[src/verilog/soc_ctrl_pkg.sv]
////////////////////////////////////////////////////////////////////////////
// SoC power and reset control types
// Request and done strobes, AXI user strap bundles, trace buffer status
// and the power/reset sequencer state encoding
////////////////////////////////////////////////////////////////////////////

`default_nettype none

package soc_ctrl_pkg;

    ////////////////////////////////////////////////////////////////////////////
    // Trace buffer sizing
    ////////////////////////////////////////////////////////////////////////////

    // Pointer width for the default 256-entry trace buffer
    localparam int TRACE_PTR_W = 8;

    ////////////////////////////////////////////////////////////////////////////
    // Reset requests and replies
    ////////////////////////////////////////////////////////////////////////////

    // One-cycle request strobes from the test or system controller
    typedef struct packed {
        logic assert_hard;
        logic deassert_hard;
        logic assert_warm;
        logic deassert_warm;
    } rst_req_t;

    // One-cycle done pulses, same bit order as the requests
    typedef struct packed {
        logic assert_hard;
        logic deassert_hard;
        logic assert_warm;
        logic deassert_warm;
    } rst_done_t;

    ////////////////////////////////////////////////////////////////////////////
    // AXI user straps
    ////////////////////////////////////////////////////////////////////////////

    // Resolved user values as seen by the fabric
    typedef struct packed {
        logic [31:0] mcu_lsu;
        logic [31:0] mcu_ifu;
        logic [31:0] mcu_sram_cfg;
        logic [31:0] mci_soc_cfg;
        logic [31:0] dma;
    } axi_user_straps_t;

    // Raw strap pins, plus valid bits for the two overridable values
    typedef struct packed {
        logic [31:0] mcu_lsu;
        logic [31:0] mcu_ifu;
        logic [31:0] mcu_sram_cfg;
        logic [31:0] mci_soc_cfg;
        logic [31:0] dma;
        logic        sram_cfg_vld;
        logic        soc_cfg_vld;
    } strap_in_t;

    ////////////////////////////////////////////////////////////////////////////
    // Trace buffer status and sequencer states
    ////////////////////////////////////////////////////////////////////////////

    typedef struct packed {
        logic                   valid;
        logic                   wrapped;
        logic [TRACE_PTR_W-1:0] wr_ptr;
    } trace_status_t;

    typedef enum logic [2:0] {
        PWR_OFF,
        PWRGOOD_WAIT,
        RST_WAIT,
        RUN,
        HALT_WAIT,
        WARM_RST
    } seq_state_e;

endpackage

`default_nettype wire
[src/verilog/pwr_rst_seq.sv]
////////////////////////////////////////////////////////////////////////////
// Power-good and core reset sequencer
// Brings up pwrgood then core reset after fixed delays, and serves the
// hard and warm reset strobes with a halt phase and one-cycle done pulses
////////////////////////////////////////////////////////////////////////////

`default_nettype none

module pwr_rst_seq #(
    parameter int PWRGOOD_DLY = 5,
    parameter int RST_DLY     = 10,
    parameter int HALT_DLY    = 4
) (
    input  logic                    core_clk,
    input  logic                    reset_i,
    input  soc_ctrl_pkg::rst_req_t  rst_req_i,
    output logic                    pwrgood_o,
    output logic                    core_rst_b_o,
    output logic                    mcu_halt_o,
    output soc_ctrl_pkg::rst_done_t rst_done_o
);

    // Shared down-counter sized for the longest delay
    localparam int MAX_DLY = (PWRGOOD_DLY > RST_DLY) ?
                             ((PWRGOOD_DLY > HALT_DLY) ? PWRGOOD_DLY : HALT_DLY) :
                             ((RST_DLY > HALT_DLY) ? RST_DLY : HALT_DLY);
    localparam int CNT_W   = $clog2(MAX_DLY + 1);

    soc_ctrl_pkg::seq_state_e state_q;
    logic [CNT_W-1:0]         cnt_q;
    logic                     cnt_zero;

    // Pending request is a hard one (else warm)
    logic                     hard_q;
    // A deassert done is owed when the release completes
    logic                     pend_q;

    logic                     pwrgood_q;
    logic                     core_rst_b_q;
    logic                     halt_q;
    soc_ctrl_pkg::rst_done_t  done_q;

    assign cnt_zero = (cnt_q == '0);

    ////////////////////////////////////////////////////////////////////////////
    // Sequencer FSM
    ////////////////////////////////////////////////////////////////////////////

    // Request taken at the end of cycle N acts from cycle N+1, so request
    // paths load DLY-2 where the power-up path loads DLY-1
    always_ff @(posedge core_clk) begin
        if (reset_i) begin
            // Power-up starts straight out of reset
            state_q      <= soc_ctrl_pkg::PWRGOOD_WAIT;
            cnt_q        <= CNT_W'(PWRGOOD_DLY - 1);
            hard_q       <= 1'b0;
            pend_q       <= 1'b0;
            pwrgood_q    <= 1'b0;
            core_rst_b_q <= 1'b0;
            halt_q       <= 1'b0;
            done_q       <= '0;
        end else begin
            // Done bits are single-cycle
            done_q <= '0;

            case (state_q)
                soc_ctrl_pkg::PWR_OFF: begin
                    // Only a hard release wakes the rails again
                    if (rst_req_i.deassert_hard) begin
                        state_q <= soc_ctrl_pkg::PWRGOOD_WAIT;
                        cnt_q   <= CNT_W'(PWRGOOD_DLY - 2);
                        hard_q  <= 1'b1;
                        pend_q  <= 1'b1;
                    end
                end

                soc_ctrl_pkg::PWRGOOD_WAIT: begin
                    if (cnt_zero) begin
                        pwrgood_q <= 1'b1;
                        state_q   <= soc_ctrl_pkg::RST_WAIT;
                        cnt_q     <= CNT_W'(RST_DLY - 1);
                    end else begin
                        cnt_q <= cnt_q - 1'b1;
                    end
                end

                soc_ctrl_pkg::RST_WAIT: begin
                    if (cnt_zero) begin
                        core_rst_b_q <= 1'b1;
                        state_q      <= soc_ctrl_pkg::RUN;
                        pend_q       <= 1'b0;
                        // No reply for the initial power-up
                        if (pend_q) begin
                            done_q.deassert_hard <= hard_q;
                            done_q.deassert_warm <= ~hard_q;
                        end
                    end else begin
                        cnt_q <= cnt_q - 1'b1;
                    end
                end

                soc_ctrl_pkg::RUN: begin
                    // Hard beats warm when both strobe together
                    if (rst_req_i.assert_hard || rst_req_i.assert_warm) begin
                        state_q <= soc_ctrl_pkg::HALT_WAIT;
                        halt_q  <= 1'b1;
                        cnt_q   <= CNT_W'(HALT_DLY - 1);
                        hard_q  <= rst_req_i.assert_hard;
                    end
                end

                soc_ctrl_pkg::HALT_WAIT: begin
                    if (cnt_zero) begin
                        // Halt done, core goes into reset
                        halt_q               <= 1'b0;
                        core_rst_b_q         <= 1'b0;
                        done_q.assert_hard   <= hard_q;
                        done_q.assert_warm   <= ~hard_q;
                        if (hard_q) begin
                            pwrgood_q <= 1'b0;
                            state_q   <= soc_ctrl_pkg::PWR_OFF;
                        end else begin
                            state_q <= soc_ctrl_pkg::WARM_RST;
                        end
                    end else begin
                        cnt_q <= cnt_q - 1'b1;
                    end
                end

                soc_ctrl_pkg::WARM_RST: begin
                    // Escalation to hard reset still goes through a halt
                    if (rst_req_i.assert_hard) begin
                        state_q <= soc_ctrl_pkg::HALT_WAIT;
                        halt_q  <= 1'b1;
                        cnt_q   <= CNT_W'(HALT_DLY - 1);
                        hard_q  <= 1'b1;
                    end else if (rst_req_i.deassert_warm) begin
                        state_q <= soc_ctrl_pkg::RST_WAIT;
                        cnt_q   <= CNT_W'(RST_DLY - 2);
                        hard_q  <= 1'b0;
                        pend_q  <= 1'b1;
                    end
                end

                default: begin
                    state_q <= soc_ctrl_pkg::PWR_OFF;
                end
            endcase
        end
    end

    assign pwrgood_o    = pwrgood_q;
    assign core_rst_b_o = core_rst_b_q;
    assign mcu_halt_o   = halt_q;
    assign rst_done_o   = done_q;

    ////////////////////////////////////////////////////////////////////////////
    // Checks
    ////////////////////////////////////////////////////////////////////////////

    // Core must never leave reset on unpowered rails
    a_rst_b_needs_pwrgood: assert property (@(posedge core_clk) disable iff (reset_i)
        core_rst_b_o |-> pwrgood_o);

    // One reply per cycle at most
    a_done_onehot: assert property (@(posedge core_clk) disable iff (reset_i)
        $onehot0(rst_done_o));

endmodule

`default_nettype wire

[config.mk]
export PLATFORM = sky130hd
export DESIGN_NAME = pwr_rst_seq
export DESIGN_NICKNAME = d
export VERILOG_FILES = /design/src/verilog/soc_ctrl_pkg.sv /design/src/verilog/pwr_rst_seq.sv
export SDC_FILE = /design/constraint.sdc
export NUM_CORES = 1
export LEC_CHECK = 0
export BUFFER_PORTS_ARGS = -buffer_cell sky130_fd_sc_hd__buf_2
export CAP_MARGIN = 25
export CORE_MARGIN = 5
export CORE_UTILIZATION = 47
export CTS_CLUSTER_DIAMETER = 150
export DETAILED_ROUTE_END_ITERATION = 10
export PLACE_DENSITY_LB_ADDON = 0.1
export SLEW_MARGIN = 5
export SYNTH_ARGS = -nofsm -noshare
export SYNTH_HDL_FRONTEND = slang
export SYNTH_SLANG_ARGS = --single-unit
[constraint.sdc]
create_clock -name core_clk -period 4.85 [get_ports core_clk]
set_input_delay 1.455 -clock core_clk [delete_from_list [all_inputs] [get_ports core_clk]]
set_output_delay 1.455 -clock core_clk [all_outputs]
set_load 0.02 [all_outputs]
==> results.md <==
* Fin area at about 0.0012 mm^2
* Vias per Instance at 6.45
* Synth area leaders: dfxtp_1 (29%), o21ai_0 (4.1%), a21oi_1 (3.6%)
* Die area at 0.00343 mm^2
* Crit path arrival time at 2.78 ns
* Number of flops mapped to enable cells by yosys at 0
* Number of core rows at 17
* RSZ-0062 raised after global routing: no
* Io pins at 13
* Finished Core Util at 52.5%
* Pin count of the biggest net entering global routing at 28
* Remaining Overflow, GRT at 0
* WL/cell at 16.5 um
* Critical Path, Cell by Cell: buf_2, nor4bb_1, o21a_4, nor4_1, a2111o_1
* Worst relative slew slack at 35.4%
* CTS tree: done
* Vias in the first global route at 1007
* Most common cell in the netlist: dfxtp_1
* Critical Path Start Type: primary input
* Warnings from Yosys at 0
* CP Capture Type: register
* Worst Skew at 0.00208 ns
* Slowest CP cell: nor4bb_1
* Post-DP HPWL at 1990 um
* Antenna violations before repair at 0
* R2R depth at 4
* Post-synthesis adder-cell area fraction at around 2.3%
* Top delay family on crit path: compound AO/OA/AOI/OAI gates
* Maxcap violations at 0
* Hold Startpoint: core_rst_b_o
* Worst vdd ir at 0.000413 V
* Type of the worst setup path: primary input to register
* Cell Area, Placed at 0.00114 mm^2
* Core Region at 0.00223 mm^2
* Post-synthesis cell count at 136
* Post-synthesis sequential area ratio at between 20 and 30%
* Seq cells post-synth at 16
* Largest family of logic cells by synthesized area: compound AO/OA/AOI/OAI gates
* Status: finished clean
* Final Cycle Share at 53.6%
* Syn_nets at 144
* Total power divided by cell area at 539 mW/mm^2
* N_diodes at 0
* CTS HTree Levels at 1
* Clock Tree Buf Depth at 2
* Global-route wire length before repair at ~4700 um
* Setup bufs post-CTS at 0
* CP max FO at 9
* Pins Over Slew Limit at 0
* Worst r2r src: state_q[0]
* Synth cell count leaders: dfxtp_1 (16), o21ai_0 (9), a21oi_1 (8), nor2_1 (8), nor3_1 (8)
* Final antenna-violating net count at 0
* Static Leak at 0.439 nW
* Routed Wire Length at 2780 um
* HP Class: register to register
* Clock Sinks at 16
* Clock latency on the worst-skew pair at 0.29 ns
* # hold bufs at CTS at 0
* Vias at 1084
* Area Overhead vs Synth at 5.99%
* Initial DRT Pass Iterations at 4
* Worst hold endpoint: core_rst_b_o
* Final hold vios at 0
* Final Critical Period at ~2.6 ns
* FF-to-FF End: state_q[0]
* Max Clk Rate at 385 MHz
* Biggest area consumer among synthesized cells: dfxtp_1
* Simple-gate portion of the synthesized area at 26.7%
* Initial core utilization at 49.6%
* Yosys top cell area share at between 20 and 30%
* PortBufs at 12
* Synthesized cell area at 0.00111 mm^2
* Total GRT Usage at 17.4%
* Worst-Margin Slew at 0.967 ns
* Placer Congestion at 0.890
* Die X-Extent at 58.5 um
* Mux cell area share after synthesis at 1.92%
* Count of unique library cells instantiated by Yosys at 48
* 1st-iter DRT viols at 39
* Synth Area in Compound Gates at 29.6%
* Layout cells sized above 1 at approximately 16%
* Drt drc at 0
* Worst-path clk slew at ~0.1 ns
* CP required at 5.03 ns
* Num CTS Buffers at 3
* Post-synthesis xor/xnor area fraction at ~2.4%
* Final net count at 149
* Die H at 58.5 um
* Filler cells at roughly 220
* Root buf cell: clkbuf_4
* Fraction of registers with async set/reset at 0%
* Max stage delay on crit path at 0.51 ns
* Min-Delay Path Depth at 2
* Worst reg-to-reg setup slack at 2.49 ns
* Synthesized area per cell at 8.14 um^2
* Setup_tns at 0 ns
* Post-cts sizing count at 0
* Final Setup Violations at 0
* Top FF cell, synth: dfxtp_1
* CP bufs+invs at 1
power breakdown:
group          internal, mW  total [mW]  switching [mW]
combinational         0.141       0.301           0.160
sequential            0.164       0.242          0.0776
clock                0.0457      0.0896          0.0438
total                 0.351       0.633           0.282
tightest hold or removal path, stage by stage, from the launching register on:
cell	delay [ns]
dfxtp_1	0.33
o21ai_0	0.07
a21oi_1	0.06
worst max-delay path by stage:
| stage | from | end | slack (ns) | depth (start not counted) |
|---|---|---|---|---|
| 2_1_floorplan | rst_req_i[3] | state_q[0] | 2.23 | 4 |
| 3_3_place_gp | rst_req_i[3] | state_q[0] | 2.04 | 5 |
| 3_5_place_dp | rst_req_i[3] | state_q[0] | 2.00 | 5 |
| 4_1_cts | rst_req_i[3] | state_q[0] | 2.26 | 5 |
| 5_1_grt | rst_req_i[3] | state_q[0] | 2.20 | 5 |
| 6_report | rst_req_i[3] | state_q[0] | 2.25 | 5 |
logic make-up after synthesis:
kind of cell	Yosys count
AO/OA/AOI/OAI	45
AND/OR/NAND/NOR	49
XOR/XNOR	3
buffers and inverters	19
flip-flops	16
adder cells (fa/ha/maj)	2
multiplexers	2
layer usage:
layer | wire length [um] | track usage [%] | part of all wire, % | vias to the layer above
met3 | 191 | 2.19 | 6.9 | 10
li1 | - | - | - | 526
met2 | 1220 | 26.2 | 44 | 54
met4 | 78 | 8.28 | 2.8 | 0
met1 | 1290 | 24.4 | 46 | 494
met5 | 0 | 0 | 0 | -
state kept, by name (all words and copies together) (netlist names):
| name | flops |
|---|---|
| pwrgood_o | 1 |
| cnt_q | 4 |
| rst_done_o | 4 |
| mcu_halt_o | 1 |
| state_q | 3 |
| hard_q | 1 |
| core_rst_b_o | 1 |
| pend_q | 1 |
final cells by class:
type,count,area [um^2],share of cell area [%]
Clock buffer,4,36.3,3.09
Tap cell,28,35.0,2.99
Sequential cell,16,320,27.3
Timing Repair Buffer,12,60.1,5.12
Inverter,7,26.3,2.24
Multi-Input combinational cell,101,696,59.3
cells in the final DEF (no fill, tap or decap), types with 2 or more instances in the layout:
| cell type | netlist | final |
|---|---|---|
| o311a_1 | 2 | 2 |
| nor4_1 | 3 | 3 |
| nand2_1 | 4 | 4 |
| o211ai_1 | 4 | 4 |
| o32ai_1 | 2 | 2 |
| ha_1 | 2 | 2 |
| clkbuf_4 | 0 | 3 |
| nor4b_1 | 2 | 2 |
| o21ai_0 | 9 | 9 |
| nor2_1 | 8 | 8 |
| a21oi_1 | 8 | 8 |
| a311oi_1 | 2 | 2 |
| buf_2 | 4 | 12 |
| inv_1 | 6 | 6 |
| nor3b_1 | 2 | 2 |
| dfxtp_1 | 16 | 16 |
| nand2b_1 | 4 | 4 |
| xnor2_1 | 2 | 2 |
| o31ai_1 | 5 | 5 |
| a31oi_1 | 2 | 2 |
| nor2b_1 | 3 | 3 |
| nor3_1 | 8 | 8 |
| and2_1 | 2 | 2 |
| o311ai_0 | 2 | 2 |
| nand3_1 | 4 | 4 |
stage by stage:
step	setup slack, ns	std cells	hold WS [ns]	total power, mW
floorplan	2.23	136	0.456	0.488
global placement	2.04	164	0.479	0.538
detailed placement	2.00	164	0.478	0.537
CTS	2.26	168	0.494	0.628
global route	2.20	168	0.523	0.684
finish	2.25	168	0.496	0.633
Power figures use the tool's default switching activity.
