===== config.mk =====
export PLATFORM = sky130hd
export DESIGN_NAME = axi_user_straps
export DESIGN_NICKNAME = d
export VERILOG_FILES = /design/src/verilog/soc_ctrl_pkg.sv /design/src/verilog/axi_user_straps.sv
export SDC_FILE = /design/constraint.sdc
export NUM_CORES = 1
export LEC_CHECK = 0
export ABC_AREA = 1
export BUFFER_PORTS_ARGS = -buffer_cell sky130_fd_sc_hd__buf_2
export CORE_AREA = 2 2 126 128
export DETAILED_ROUTE_END_ITERATION = 7
export DIE_AREA = 0 0 128 130
export GPL_TIMING_DRIVEN = 0
export PLACE_DENSITY = 0.83
export SLEW_MARGIN = 0
export SYNTH_ARGS = -nofsm -noshare
export SYNTH_HDL_FRONTEND = slang
export SYNTH_SLANG_ARGS = --single-unit

===== constraint.sdc =====
create_clock -name core_clk -period 1.2 [get_ports core_clk]
set_clock_uncertainty 0.1 [all_clocks]
set_input_delay 0.24 -clock core_clk [delete_from_list [all_inputs] [get_ports core_clk]]
set_output_delay 0.24 -clock core_clk [all_outputs]
set_load 0.05 [all_outputs]

===== src/verilog/soc_ctrl_pkg.sv =====
////////////////////////////////////////////////////////////////////////////
// SoC power and reset control types
// Request and done strobes, AXI user strap bundles, trace buffer status
// and the power/reset sequencer state encoding
////////////////////////////////////////////////////////////////////////////

`default_nettype none

package soc_ctrl_pkg;

    ////////////////////////////////////////////////////////////////////////////
    // Trace buffer sizing
    ////////////////////////////////////////////////////////////////////////////

    // Pointer width for the default 256-entry trace buffer
    localparam int TRACE_PTR_W = 8;

    ////////////////////////////////////////////////////////////////////////////
    // Reset requests and replies
    ////////////////////////////////////////////////////////////////////////////

    // One-cycle request strobes from the test or system controller
    typedef struct packed {
        logic assert_hard;
        logic deassert_hard;
        logic assert_warm;
        logic deassert_warm;
    } rst_req_t;

    // One-cycle done pulses, same bit order as the requests
    typedef struct packed {
        logic assert_hard;
        logic deassert_hard;
        logic assert_warm;
        logic deassert_warm;
    } rst_done_t;

    ////////////////////////////////////////////////////////////////////////////
    // AXI user straps
    ////////////////////////////////////////////////////////////////////////////

    // Resolved user values as seen by the fabric
    typedef struct packed {
        logic [31:0] mcu_lsu;
        logic [31:0] mcu_ifu;
        logic [31:0] mcu_sram_cfg;
        logic [31:0] mci_soc_cfg;
        logic [31:0] dma;
    } axi_user_straps_t;

    // Raw strap pins, plus valid bits for the two overridable values
    typedef struct packed {
        logic [31:0] mcu_lsu;
        logic [31:0] mcu_ifu;
        logic [31:0] mcu_sram_cfg;
        logic [31:0] mci_soc_cfg;
        logic [31:0] dma;
        logic        sram_cfg_vld;
        logic        soc_cfg_vld;
    } strap_in_t;

    ////////////////////////////////////////////////////////////////////////////
    // Trace buffer status and sequencer states
    ////////////////////////////////////////////////////////////////////////////

    typedef struct packed {
        logic                   valid;
        logic                   wrapped;
        logic [TRACE_PTR_W-1:0] wr_ptr;
    } trace_status_t;

    typedef enum logic [2:0] {
        PWR_OFF,
        PWRGOOD_WAIT,
        RST_WAIT,
        RUN,
        HALT_WAIT,
        WARM_RST
    } seq_state_e;

endpackage

`default_nettype wire

===== src/verilog/axi_user_straps.sv =====
////////////////////////////////////////////////////////////////////////////
// AXI user strap latch
// Tracks the strap pins while power is down and freezes them at power-good,
// filling the SRAM-config and SoC-config users from DMA and LSU by default
////////////////////////////////////////////////////////////////////////////

`default_nettype none

module axi_user_straps (
    input  logic                           core_clk,
    input  logic                           reset_i,
    input  logic                           pwrgood_i,
    input  soc_ctrl_pkg::strap_in_t        straps_i,
    output soc_ctrl_pkg::axi_user_straps_t axi_user_o
);

    soc_ctrl_pkg::axi_user_straps_t user_d;
    soc_ctrl_pkg::axi_user_straps_t user_q;

    ////////////////////////////////////////////////////////////////////////////
    // Default rules
    ////////////////////////////////////////////////////////////////////////////

    always_comb begin
        // Straight copies
        user_d.mcu_lsu = straps_i.mcu_lsu;
        user_d.mcu_ifu = straps_i.mcu_ifu;
        user_d.dma     = straps_i.dma;

        // SRAM config follows the DMA user unless overridden
        user_d.mcu_sram_cfg = straps_i.sram_cfg_vld ? straps_i.mcu_sram_cfg
                                                    : straps_i.dma;

        // SoC config follows the LSU user unless overridden
        user_d.mci_soc_cfg  = straps_i.soc_cfg_vld ? straps_i.mci_soc_cfg
                                                   : straps_i.mcu_lsu;
    end

    ////////////////////////////////////////////////////////////////////////////
    // Latch
    ////////////////////////////////////////////////////////////////////////////

    // Sample while rails are down, hold once power-good is up
    always_ff @(posedge core_clk) begin
        if (reset_i) begin
            user_q <= '0;
        end else if (!pwrgood_i) begin
            user_q <= user_d;
        end
    end

    assign axi_user_o = user_q;

endmodule

`default_nettype wire


==> reports/metrics.csv, run 1 <==
stage,metric,value,unit
logic_synthesis,synth.area.mux_share,0,%
route,wl_per_cell,19.8,um
global_routing,grtUsageTotal,33.9,%
layout,nets,1574,
layout,multi_input_area,2750,um^2
die,initial_core_util,42.4,%
critical_path,cp-start-kind,register,
sta,fin_crit_sh,113,%
route,drtIter0Drc,885,
sta,slew_headroom,60.4,%
clock_tree,cts.htree.levels,4,
worst_hold_path,min_path_type,in -> reg,
pwr,p_total,0.0160,W
critical_path,end_kind,output pin,
sta,finalSetupViolations,163,
logic_synthesis,synth_top_cell_area_share,49.0,%
layout,area_growth,80.1,%
route,ant_nets,0,
logic_synthesis,syn-num-nets,1128,
route,drt_pre_antenna_iters,6,
layout,regArea,3410,um^2
run_status,violations,setup timing,
die,die_w,128,um
sta,grt_setup_unrepaired,yes,
layout,final_cell_mix,"nor2_1, buf_2, dfxtp_2, o21ai_0, buf_8",
logic_synthesis,ys_seq_area_share,49.0,%
logic_synthesis,yosys_warnings,0,
pwr,p_sw_share,34.0,%
critical_path,path_cells,buf_8,
die,core,15400,um^2
pwr,p_int,0.0106,W
sta,maxSlewViolCount,0,
logic_synthesis,synth_xor_area_share,0,%
logic_synthesis,ys_seq_elements,160,
route,vias,8829,
layout,drive_above_1_share,40.3,%
job,maxCapViolCount,0,
die,boundaryPins,325,
critical_path,slowest_delay,0.42,ns
pwr,p_seq_share,38.4,%
critical_path,cp_num_buf_inv,1,
placement,portBuffers,321,
critical_path,criticalPathCategory,reg -> out,
die,fp-row-count,46,
critical_path,crit_family,flip-flops,
sta,period_minus_slack,1.36,ns
clock_tree,cts.sink_count,160,
global_routing,grt_pass1_vias,8513,
clock_tree,root_buffer,clkbuf_16,
logic_synthesis,netlist_instances,963,
sta,worst_pin_slew,0.595,ns
die,die_area,16600,um^2
logic_synthesis,synth_fa_ha_area_share,0,%
pwr,p_clk_share,33.9,%
sta,timing.fmax,738,MHz
layout,fillerInstances,881,
critical_path,worstPathRequired,0.86,ns
pwr,powerDensity,1360,nW/um^2
route,drc,0,
pwr,p_leak,5.77,nW
logic_synthesis,synth.area.top_cells,"dfxtp_1, nor2_1, o21ai_0",
clock_tree,clk_latency,0.42,ns
logic_synthesis,synth_top_family_by_area,simple AND/OR/NAND/NOR gates,
layout,final_common_cell,nor2_1,
pwr,pwr-share-comb,27.7,%
die,die_h,130,um
logic_synthesis,synth_top_area_cell,dfxtp_1,
logic_synthesis,syn_area,6540,um^2
critical_path,crit_slowest_cell,dfxtp_2,
logic_synthesis,synth.avg_cell_area,6.79,um^2
global_routing,grt_pass1_wl,43500,um
critical_path,cp_max_fo,2,
route,wirelength,32100,um
critical_path,critPathArrivalTime,1.02,ns
clock_tree,cts_buffer_depth,2,
global_routing,grt_max_degree,17,
placement,dp_hpwl,16300,um
layout,largest_register_ffs,160,
clock_tree,clk_pin_slew,0.07,ns
route,viasPerCell,5.46,
pwr,p_sw,0.00544,W
global_routing,overflow,0,
logic_synthesis,yosysUniqueCellTypes,15,
sta,final.setup.worst_slack,-0.156,ns
clock_tree,cts_buffers,17,
global_routing,antenna_found_initial,1,
pwr,irDropWorstVdd,0.000925,V
sta,hold_violations,0,
placement,gp_congestion,0.857,
clock_tree,tritoncts,yes,
run_status,status,"finished, violations left",
logic_synthesis,synth-simple-area-share,29.8,%
logic_synthesis,synth_compound_gate_area_share,12.2,%
sta,whs,0.00924,ns
kinds of logic after synthesis:
group,count (synthesis)
AND/OR/NAND/NOR,512
buffers and inverters,131
AO/OA/AOI/OAI,160
flip-flops,160
layer usage:
metal	up-vias	GRT usage, %	part of all wire [%]
met3	252	10.2	11
met4	0	23.6	8.1
met5	-	0	0
met2	777	60.4	48
li1	3840	-	-
met1	3960	34.0	33
synth_stat cells, drive strengths merged:
cell type and n:
clkbuf 41, buf 24, nand2 128, inv 66, dfxtp 160, o21ai 160
nor2 384
per-stage QoR:
step	cell area [um^2]	std cells	TNS (ns)	utilization, %	setup slack (ns)
after global routing	11800	1614	-15.54	76.4	-0.664
after CTS	11500	1599	-10.75	74.6	-0.0868
after global placement	8390	1476	-50.43	54.4	-0.701
after floorplan	6540	963	0	-	0.0787
final	11800	1616	-10.53	76.4	-0.156
after detailed placement	8390	1476	-53.97	54.4	-0.712
final cells by class:
type / instances / share of cell area, %
timing repair buffer: 428 / 35.7
sequential: 160 / 28.9
multi-input combinational: 672 / 23.3
clock buffer: 20 / 3.88
buffer: 64 / 2.98
inverter: 66 / 2.12
tap: 192 / 2.04
clock inverter: 12 / 1.05
antenna: 2 / 0.0425
timing repair:
item,CTS,global route
endpoints found under the setup margin,189,177
buffers inserted,1,15
hold buffers,91,0
gates resized for setup,594,59
endpoints found under the hold margin,91,0
worst paths after layout:
kind | startpoint | slack (ns) | to | depth (start not counted)
worst max-delay path | axi_user_o[126] | -0.16 | axi_user_o[126] | 1
worst min-delay path | straps_i[7] | 0.009 | axi_user_o[5] | 3
worst max register to register | axi_user_o[74] | 0.14 | axi_user_o[74] | 3
worst min register to register | axi_user_o[100] | 0.40 | axi_user_o[100] | 2
power groups by stage:
stage | Combinational (W) | Clock (W) | Sequential [W]
final | 0.00443 | 0.00543 | 0.00615
after CTS | 0.00405 | 0.00541 | 0.00609
after floorplan | 0.000886 | 0 | 0.00730
after global routing | 0.00464 | 0.00567 | 0.00617
after detailed placement | 0.00317 | 0 | 0.00598
after global placement | 0.00313 | 0 | 0.00597
No activity file was read; power rests on OpenSTA's default activity.
==> run 2, diff against run 1 <==
--- a/config.mk
+++ b/config.mk
@@ -6,12 +6,12 @@
 export NUM_CORES = 1
 export LEC_CHECK = 0
 export ABC_AREA = 1
-export BUFFER_PORTS_ARGS = -buffer_cell sky130_fd_sc_hd__buf_2
 export CORE_AREA = 2 2 126 128
 export DETAILED_ROUTE_END_ITERATION = 7
 export DIE_AREA = 0 0 128 130
+export DONT_BUFFER_PORTS = 1
 export GPL_TIMING_DRIVEN = 0
-export PLACE_DENSITY = 0.83
+export PLACE_DENSITY = 0.64
 export SLEW_MARGIN = 0
 export SYNTH_ARGS = -nofsm -noshare
 export SYNTH_HDL_FRONTEND = slang
==> reports/metrics.csv, run 2 (synthesis results as in run 1) <==
stage,metric,value,unit
run_status,status,"finished, violations left",
run_status,violations,setup timing,
global_routing,grt_pass1_wl,33800,um
layout,multi_input_area,2750,um^2
sta,timing.fmax,817,MHz
route,vias,6770,
sta,period_minus_slack,1.22,ns
route,drt_pre_antenna_iters,5,
pwr,irDropWorstVdd,0.000936,V
route,drtIter0Drc,380,
die,die_h,130,um
layout,largest_register_ffs,160,
die,core,15400,um^2
clock_tree,cts.htree.levels,4,
global_routing,grt_pass1_vias,6547,
layout,area_growth,46.8,%
clock_tree,clk_pin_slew,0.06,ns
critical_path,critPathArrivalTime,0.88,ns
critical_path,criticalPathCategory,reg -> out,
route,wl_per_cell,16.8,um
clock_tree,cts.sink_count,160,
route,wirelength,22600,um
sta,tns,-0.863,ns
placement,gp_congestion,0.828,
layout,finish.utilization,62.3,%
global_routing,antenna_found_initial,1,
layout,final_common_cell,nor2_1,
clock_tree,cts_buffer_depth,2,
route,viasPerCell,5.03,
clock_tree,root_buffer,clkbuf_16,
sta,maxSlewViolCount,0,
die,die_w,128,um
die,fp-row-count,46,
pwr,p_leak,4.25,nW
critical_path,ff2ff_setup_slack,0.29,ns
global_routing,grtUsageTotal,26.1,%
sta,slew_headroom,62.7,%
layout,nets,1307,
global_routing,grt_max_degree,17,
placement,dp_hpwl,14800,um
layout,drive_above_1_share,20.4,%
worst_hold_path,min_path_type,in -> reg,
sta,fin_crit_sh,102,%
sta,finalSetupViolations,142,
sta,hold_violations,0,
clock_tree,cts_buffers,17,
pwr,powerDensity,1500,nW/um^2
die,initial_core_util,42.4,%
route,drc,0,
layout,final_cell_mix,"nor2_1, dfxtp_4, dlygate4sd3_1, o21ai_0, nand2_1",
die,die_area,16600,um^2
sta,grt_setup_unrepaired,yes,
critical_path,worstPathRequired,0.86,ns
placement,portBuffers,0,
die,boundaryPins,325,
job,maxCapViolCount,0,
critical_path,cp_max_fo,2,
layout,regArea,3800,um^2
critical_path,end_kind,output pin,
sta,final.setup.worst_slack,-0.0247,ns
route,ant_nets,0,
clock_tree,tritoncts,yes,
critical_path,cp-start-kind,register,
clock_tree,clk_latency,0.42,ns
global_routing,overflow,0,
placement,pre_cts_ws,-0.494,ns
sta,worst_pin_slew,0.560,ns
layout,fillerInstances,1313,
[run 2: cell type report]
class | instances | area share, %
Antenna cell | 1 | 0.0261
Buffer | 65 | 3.69
Clock buffer | 19 | 4.72
Clock inverter | 12 | 1.56
Inverter | 66 | 2.61
Multi-Input combinational cell | 672 | 28.6
Sequential cell | 160 | 39.6
Tap cell | 192 | 2.50
Timing Repair Buffer | 160 | 16.7
[run 2: final timing paths]
kind	start	end	cells past startpoint
max	axi_user_o[0]	axi_user_o[0]	0
min	pwrgood_i	axi_user_o[158]	3
max reg2reg	axi_user_o[54]	axi_user_o[54]	2
min reg2reg	axi_user_o[130]	axi_user_o[130]	2
[run 2: timing repair]
action | in CTS | in global routing
buffers inserted | 0 | 0
setup endpoints to repair | 170 | 201
hold endpoints to repair | 160 | 0
hold buffers | 160 | 0
gates resized for setup | 321 | 16
[run 2: per-stage QoR]
step / hold WS [ns] / power [W] / cells / area [um^2]
CTS: 0.0735 / 0.0144 / 1346 / 9590
detailed placement: 0.300 / 0.00854 / 1155 / 6780
finish: 0.0827 / 0.0144 / 1347 / 9600
floorplan: 0.292 / 0.00818 / 963 / 6540
global placement: 0.294 / 0.00852 / 1155 / 6780
global route: 0.0937 / 0.0149 / 1347 / 9600
[run 2: routing by layer]
layer,global-route usage [%],vias to the layer above,share of wire (%)
li1,-,3331,-
met1,29.1,3041,39
met2,45.3,340,48
met3,8.53,58,9.4
met4,12.5,0,3.3
met5,0,-,0
[run 2: power by group]
part,switching [W],total (W),internal [W]
clock,0.00230,0.00552,0.00322
combinational,0.000883,0.00164,0.000752
sequential,0.00161,0.00725,0.00565
==> run 3, diff against run 2 <==
--- a/config.mk
+++ b/config.mk
@@ -11,7 +11,7 @@
 export DIE_AREA = 0 0 128 130
 export DONT_BUFFER_PORTS = 1
 export GPL_TIMING_DRIVEN = 0
-export PLACE_DENSITY = 0.64
+export PLACE_DENSITY = 0.6
 export SLEW_MARGIN = 0
 export SYNTH_ARGS = -nofsm -noshare
 export SYNTH_HDL_FRONTEND = slang
==> reports/metrics.csv, run 3 (synthesis results as in run 1) <==
stage,metric,value,unit
sta,fin_crit_sh,102,%
route,vias,6667,
global_routing,grt_max_degree,17,
sta,finalSetupViolations,157,
run_status,status,"finished, violations left",
sta,worst_pin_slew,0.561,ns
global_routing,grt_pass1_vias,6538,
sta,period_minus_slack,1.22,ns
clock_tree,tritoncts,yes,
clock_tree,clk_pin_slew,0.07,ns
pwr,p_sw,0.00480,W
pwr,irDropWorstVdd,0.000935,V
critical_path,cp-start-kind,register,
layout,final_common_cell,nor2_1,
layout,largest_register_ffs,160,
sta,slew_headroom,62.6,%
layout,final_cell_mix,"nor2_1, dfxtp_4, dlygate4sd3_1, o21ai_0, nand2_1",
route,maxUsedRoutingLayer,met4,
critical_path,ff2ff_setup_slack,0.28,ns
sta,timing.fmax,817,MHz
layout,nets,1307,
pwr,p_clk_share,37.1,%
layout,n_antenna_cell,0,
placement,gp_congestion,0.795,
clock_tree,cts.sink_count,160,
clock_tree,clk_latency,0.43,ns
clock_tree,cts_buffers,17,
sta,maxSlewViolCount,0,
route,drc,0,
global_routing,antenna_found_initial,0,
pwr,p_seq_share,51.3,%
sta,whs,0.0682,ns
route,wl_per_cell,16.8,um
pwr,p_total,0.0141,W
route,wl_met3,1910,um
route,viasPerCell,4.95,
placement,dp_hpwl,15200,um
critical_path,end_kind,output pin,
clock_tree,root_buffer,clkbuf_16,
layout,area_growth,46.2,%
pwr,p_sw_share,34.0,%
die,boundaryPins,325,
die,die_w,128,um
route,ant_nets,0,
global_routing,overflow,0,
critical_path,criticalPathCategory,reg -> out,
placement,portBuffers,0,
sta,grt_setup_unrepaired,yes,
layout,drive_above_1_share,20.3,%
global_routing,grt_pass1_wl,34500,um
pwr,p_leak,4.23,nW
clock_tree,cts_buffer_depth,2,
pwr,powerDensity,1480,nW/um^2
pwr,pwr-share-comb,11.5,%
clock_tree,cts.htree.levels,4,
sta,final.setup.worst_slack,-0.0235,ns
pwr,p_int,0.00933,W
critical_path,worstPathRequired,0.86,ns
die,die_area,16600,um^2
die,initial_core_util,42.4,%
worst_hold_path,min_path_type,in -> reg,
global_routing,grtUsageTotal,26.5,%
route,wl_met1,8930,um
critical_path,cp_max_fo,2,
die,core,15400,um^2
job,maxCapViolCount,0,
sta,hold_violations,0,
route,wirelength,22700,um
critical_path,critPathArrivalTime,0.88,ns
run_status,violations,setup timing,
die,die_h,130,um
route,routed-wl-met2,11200,um
die,fp-row-count,46,
route,drt_pre_antenna_iters,5,
route,drtIter0Drc,361,
-- run 3: cell types whose count changed in the layout (fill, tap and decap cells not counted), sizes merged --
cell	delta
inv	+1
bufinv	-1
clkinv	+1
clkbuf	-1
clkinvlp	+1
diode	-1
-- run 3: layout make-up --
type / instances / area [um^2]
sequential: 160 / 3800
clock inverter: 14 / 129
fill: 1323 / 5860
timing repair buffer: 160 / 1600
multi-input combinational: 672 / 2750
tap: 192 / 240
inverter: 66 / 250
buffer: 65 / 353
clock buffer: 18 / 439
-- run 3: final timing paths --
kind,from,endpoint,cells after the start
max,axi_user_o[85],axi_user_o[85],0
min,pwrgood_i,axi_user_o[0],3
max reg2reg,axi_user_o[56],axi_user_o[56],2
min reg2reg,axi_user_o[142],axi_user_o[142],2
-- run 3: per-stage QoR --
step | setup WS [ns] | instances | utilization [%] | instance area (um^2) | TNS, ns
after floorplan | 0.0787 | 963 | - | 6540 | 0
after global placement | -0.467 | 1155 | 44.0 | 6780 | -39.25
after detailed placement | -0.480 | 1155 | 44.0 | 6780 | -40.80
after CTS | -0.0485 | 1347 | 61.9 | 9550 | -4.41
after global routing | -0.0519 | 1347 | 62.0 | 9560 | -5.27
final | -0.0235 | 1347 | 62.0 | 9560 | -1.46
-- run 3: what timing repair did --
action | 4_1_cts | 5_1_grt
pin swaps | 0 | 0
setup buffers | 0 | 0
setup endpoints to repair | 169 | 194
hold buffers | 160 | 0
hold endpoints to repair | 160 | 0
gates resized for setup | 321 | 14
-- run 3: layer usage --
metal | global-route usage, % | vias up
met5 | 0 | -
met4 | 10.1 | 0
met3 | 9.06 | 42
met2 | 47.0 | 283
met1 | 29.6 | 3008
li1 | - | 3334
-- run 3: power groups by stage --
stage / logic [W] / clock network [W] / registers, W
after global placement: 0.00111 / 0 / 0.00741
final: 0.00163 / 0.00525 / 0.00725
after global routing: 0.00184 / 0.00560 / 0.00729
after floorplan: 0.000886 / 0 / 0.00730
after detailed placement: 0.00113 / 0 / 0.00742
after CTS: 0.00159 / 0.00534 / 0.00725
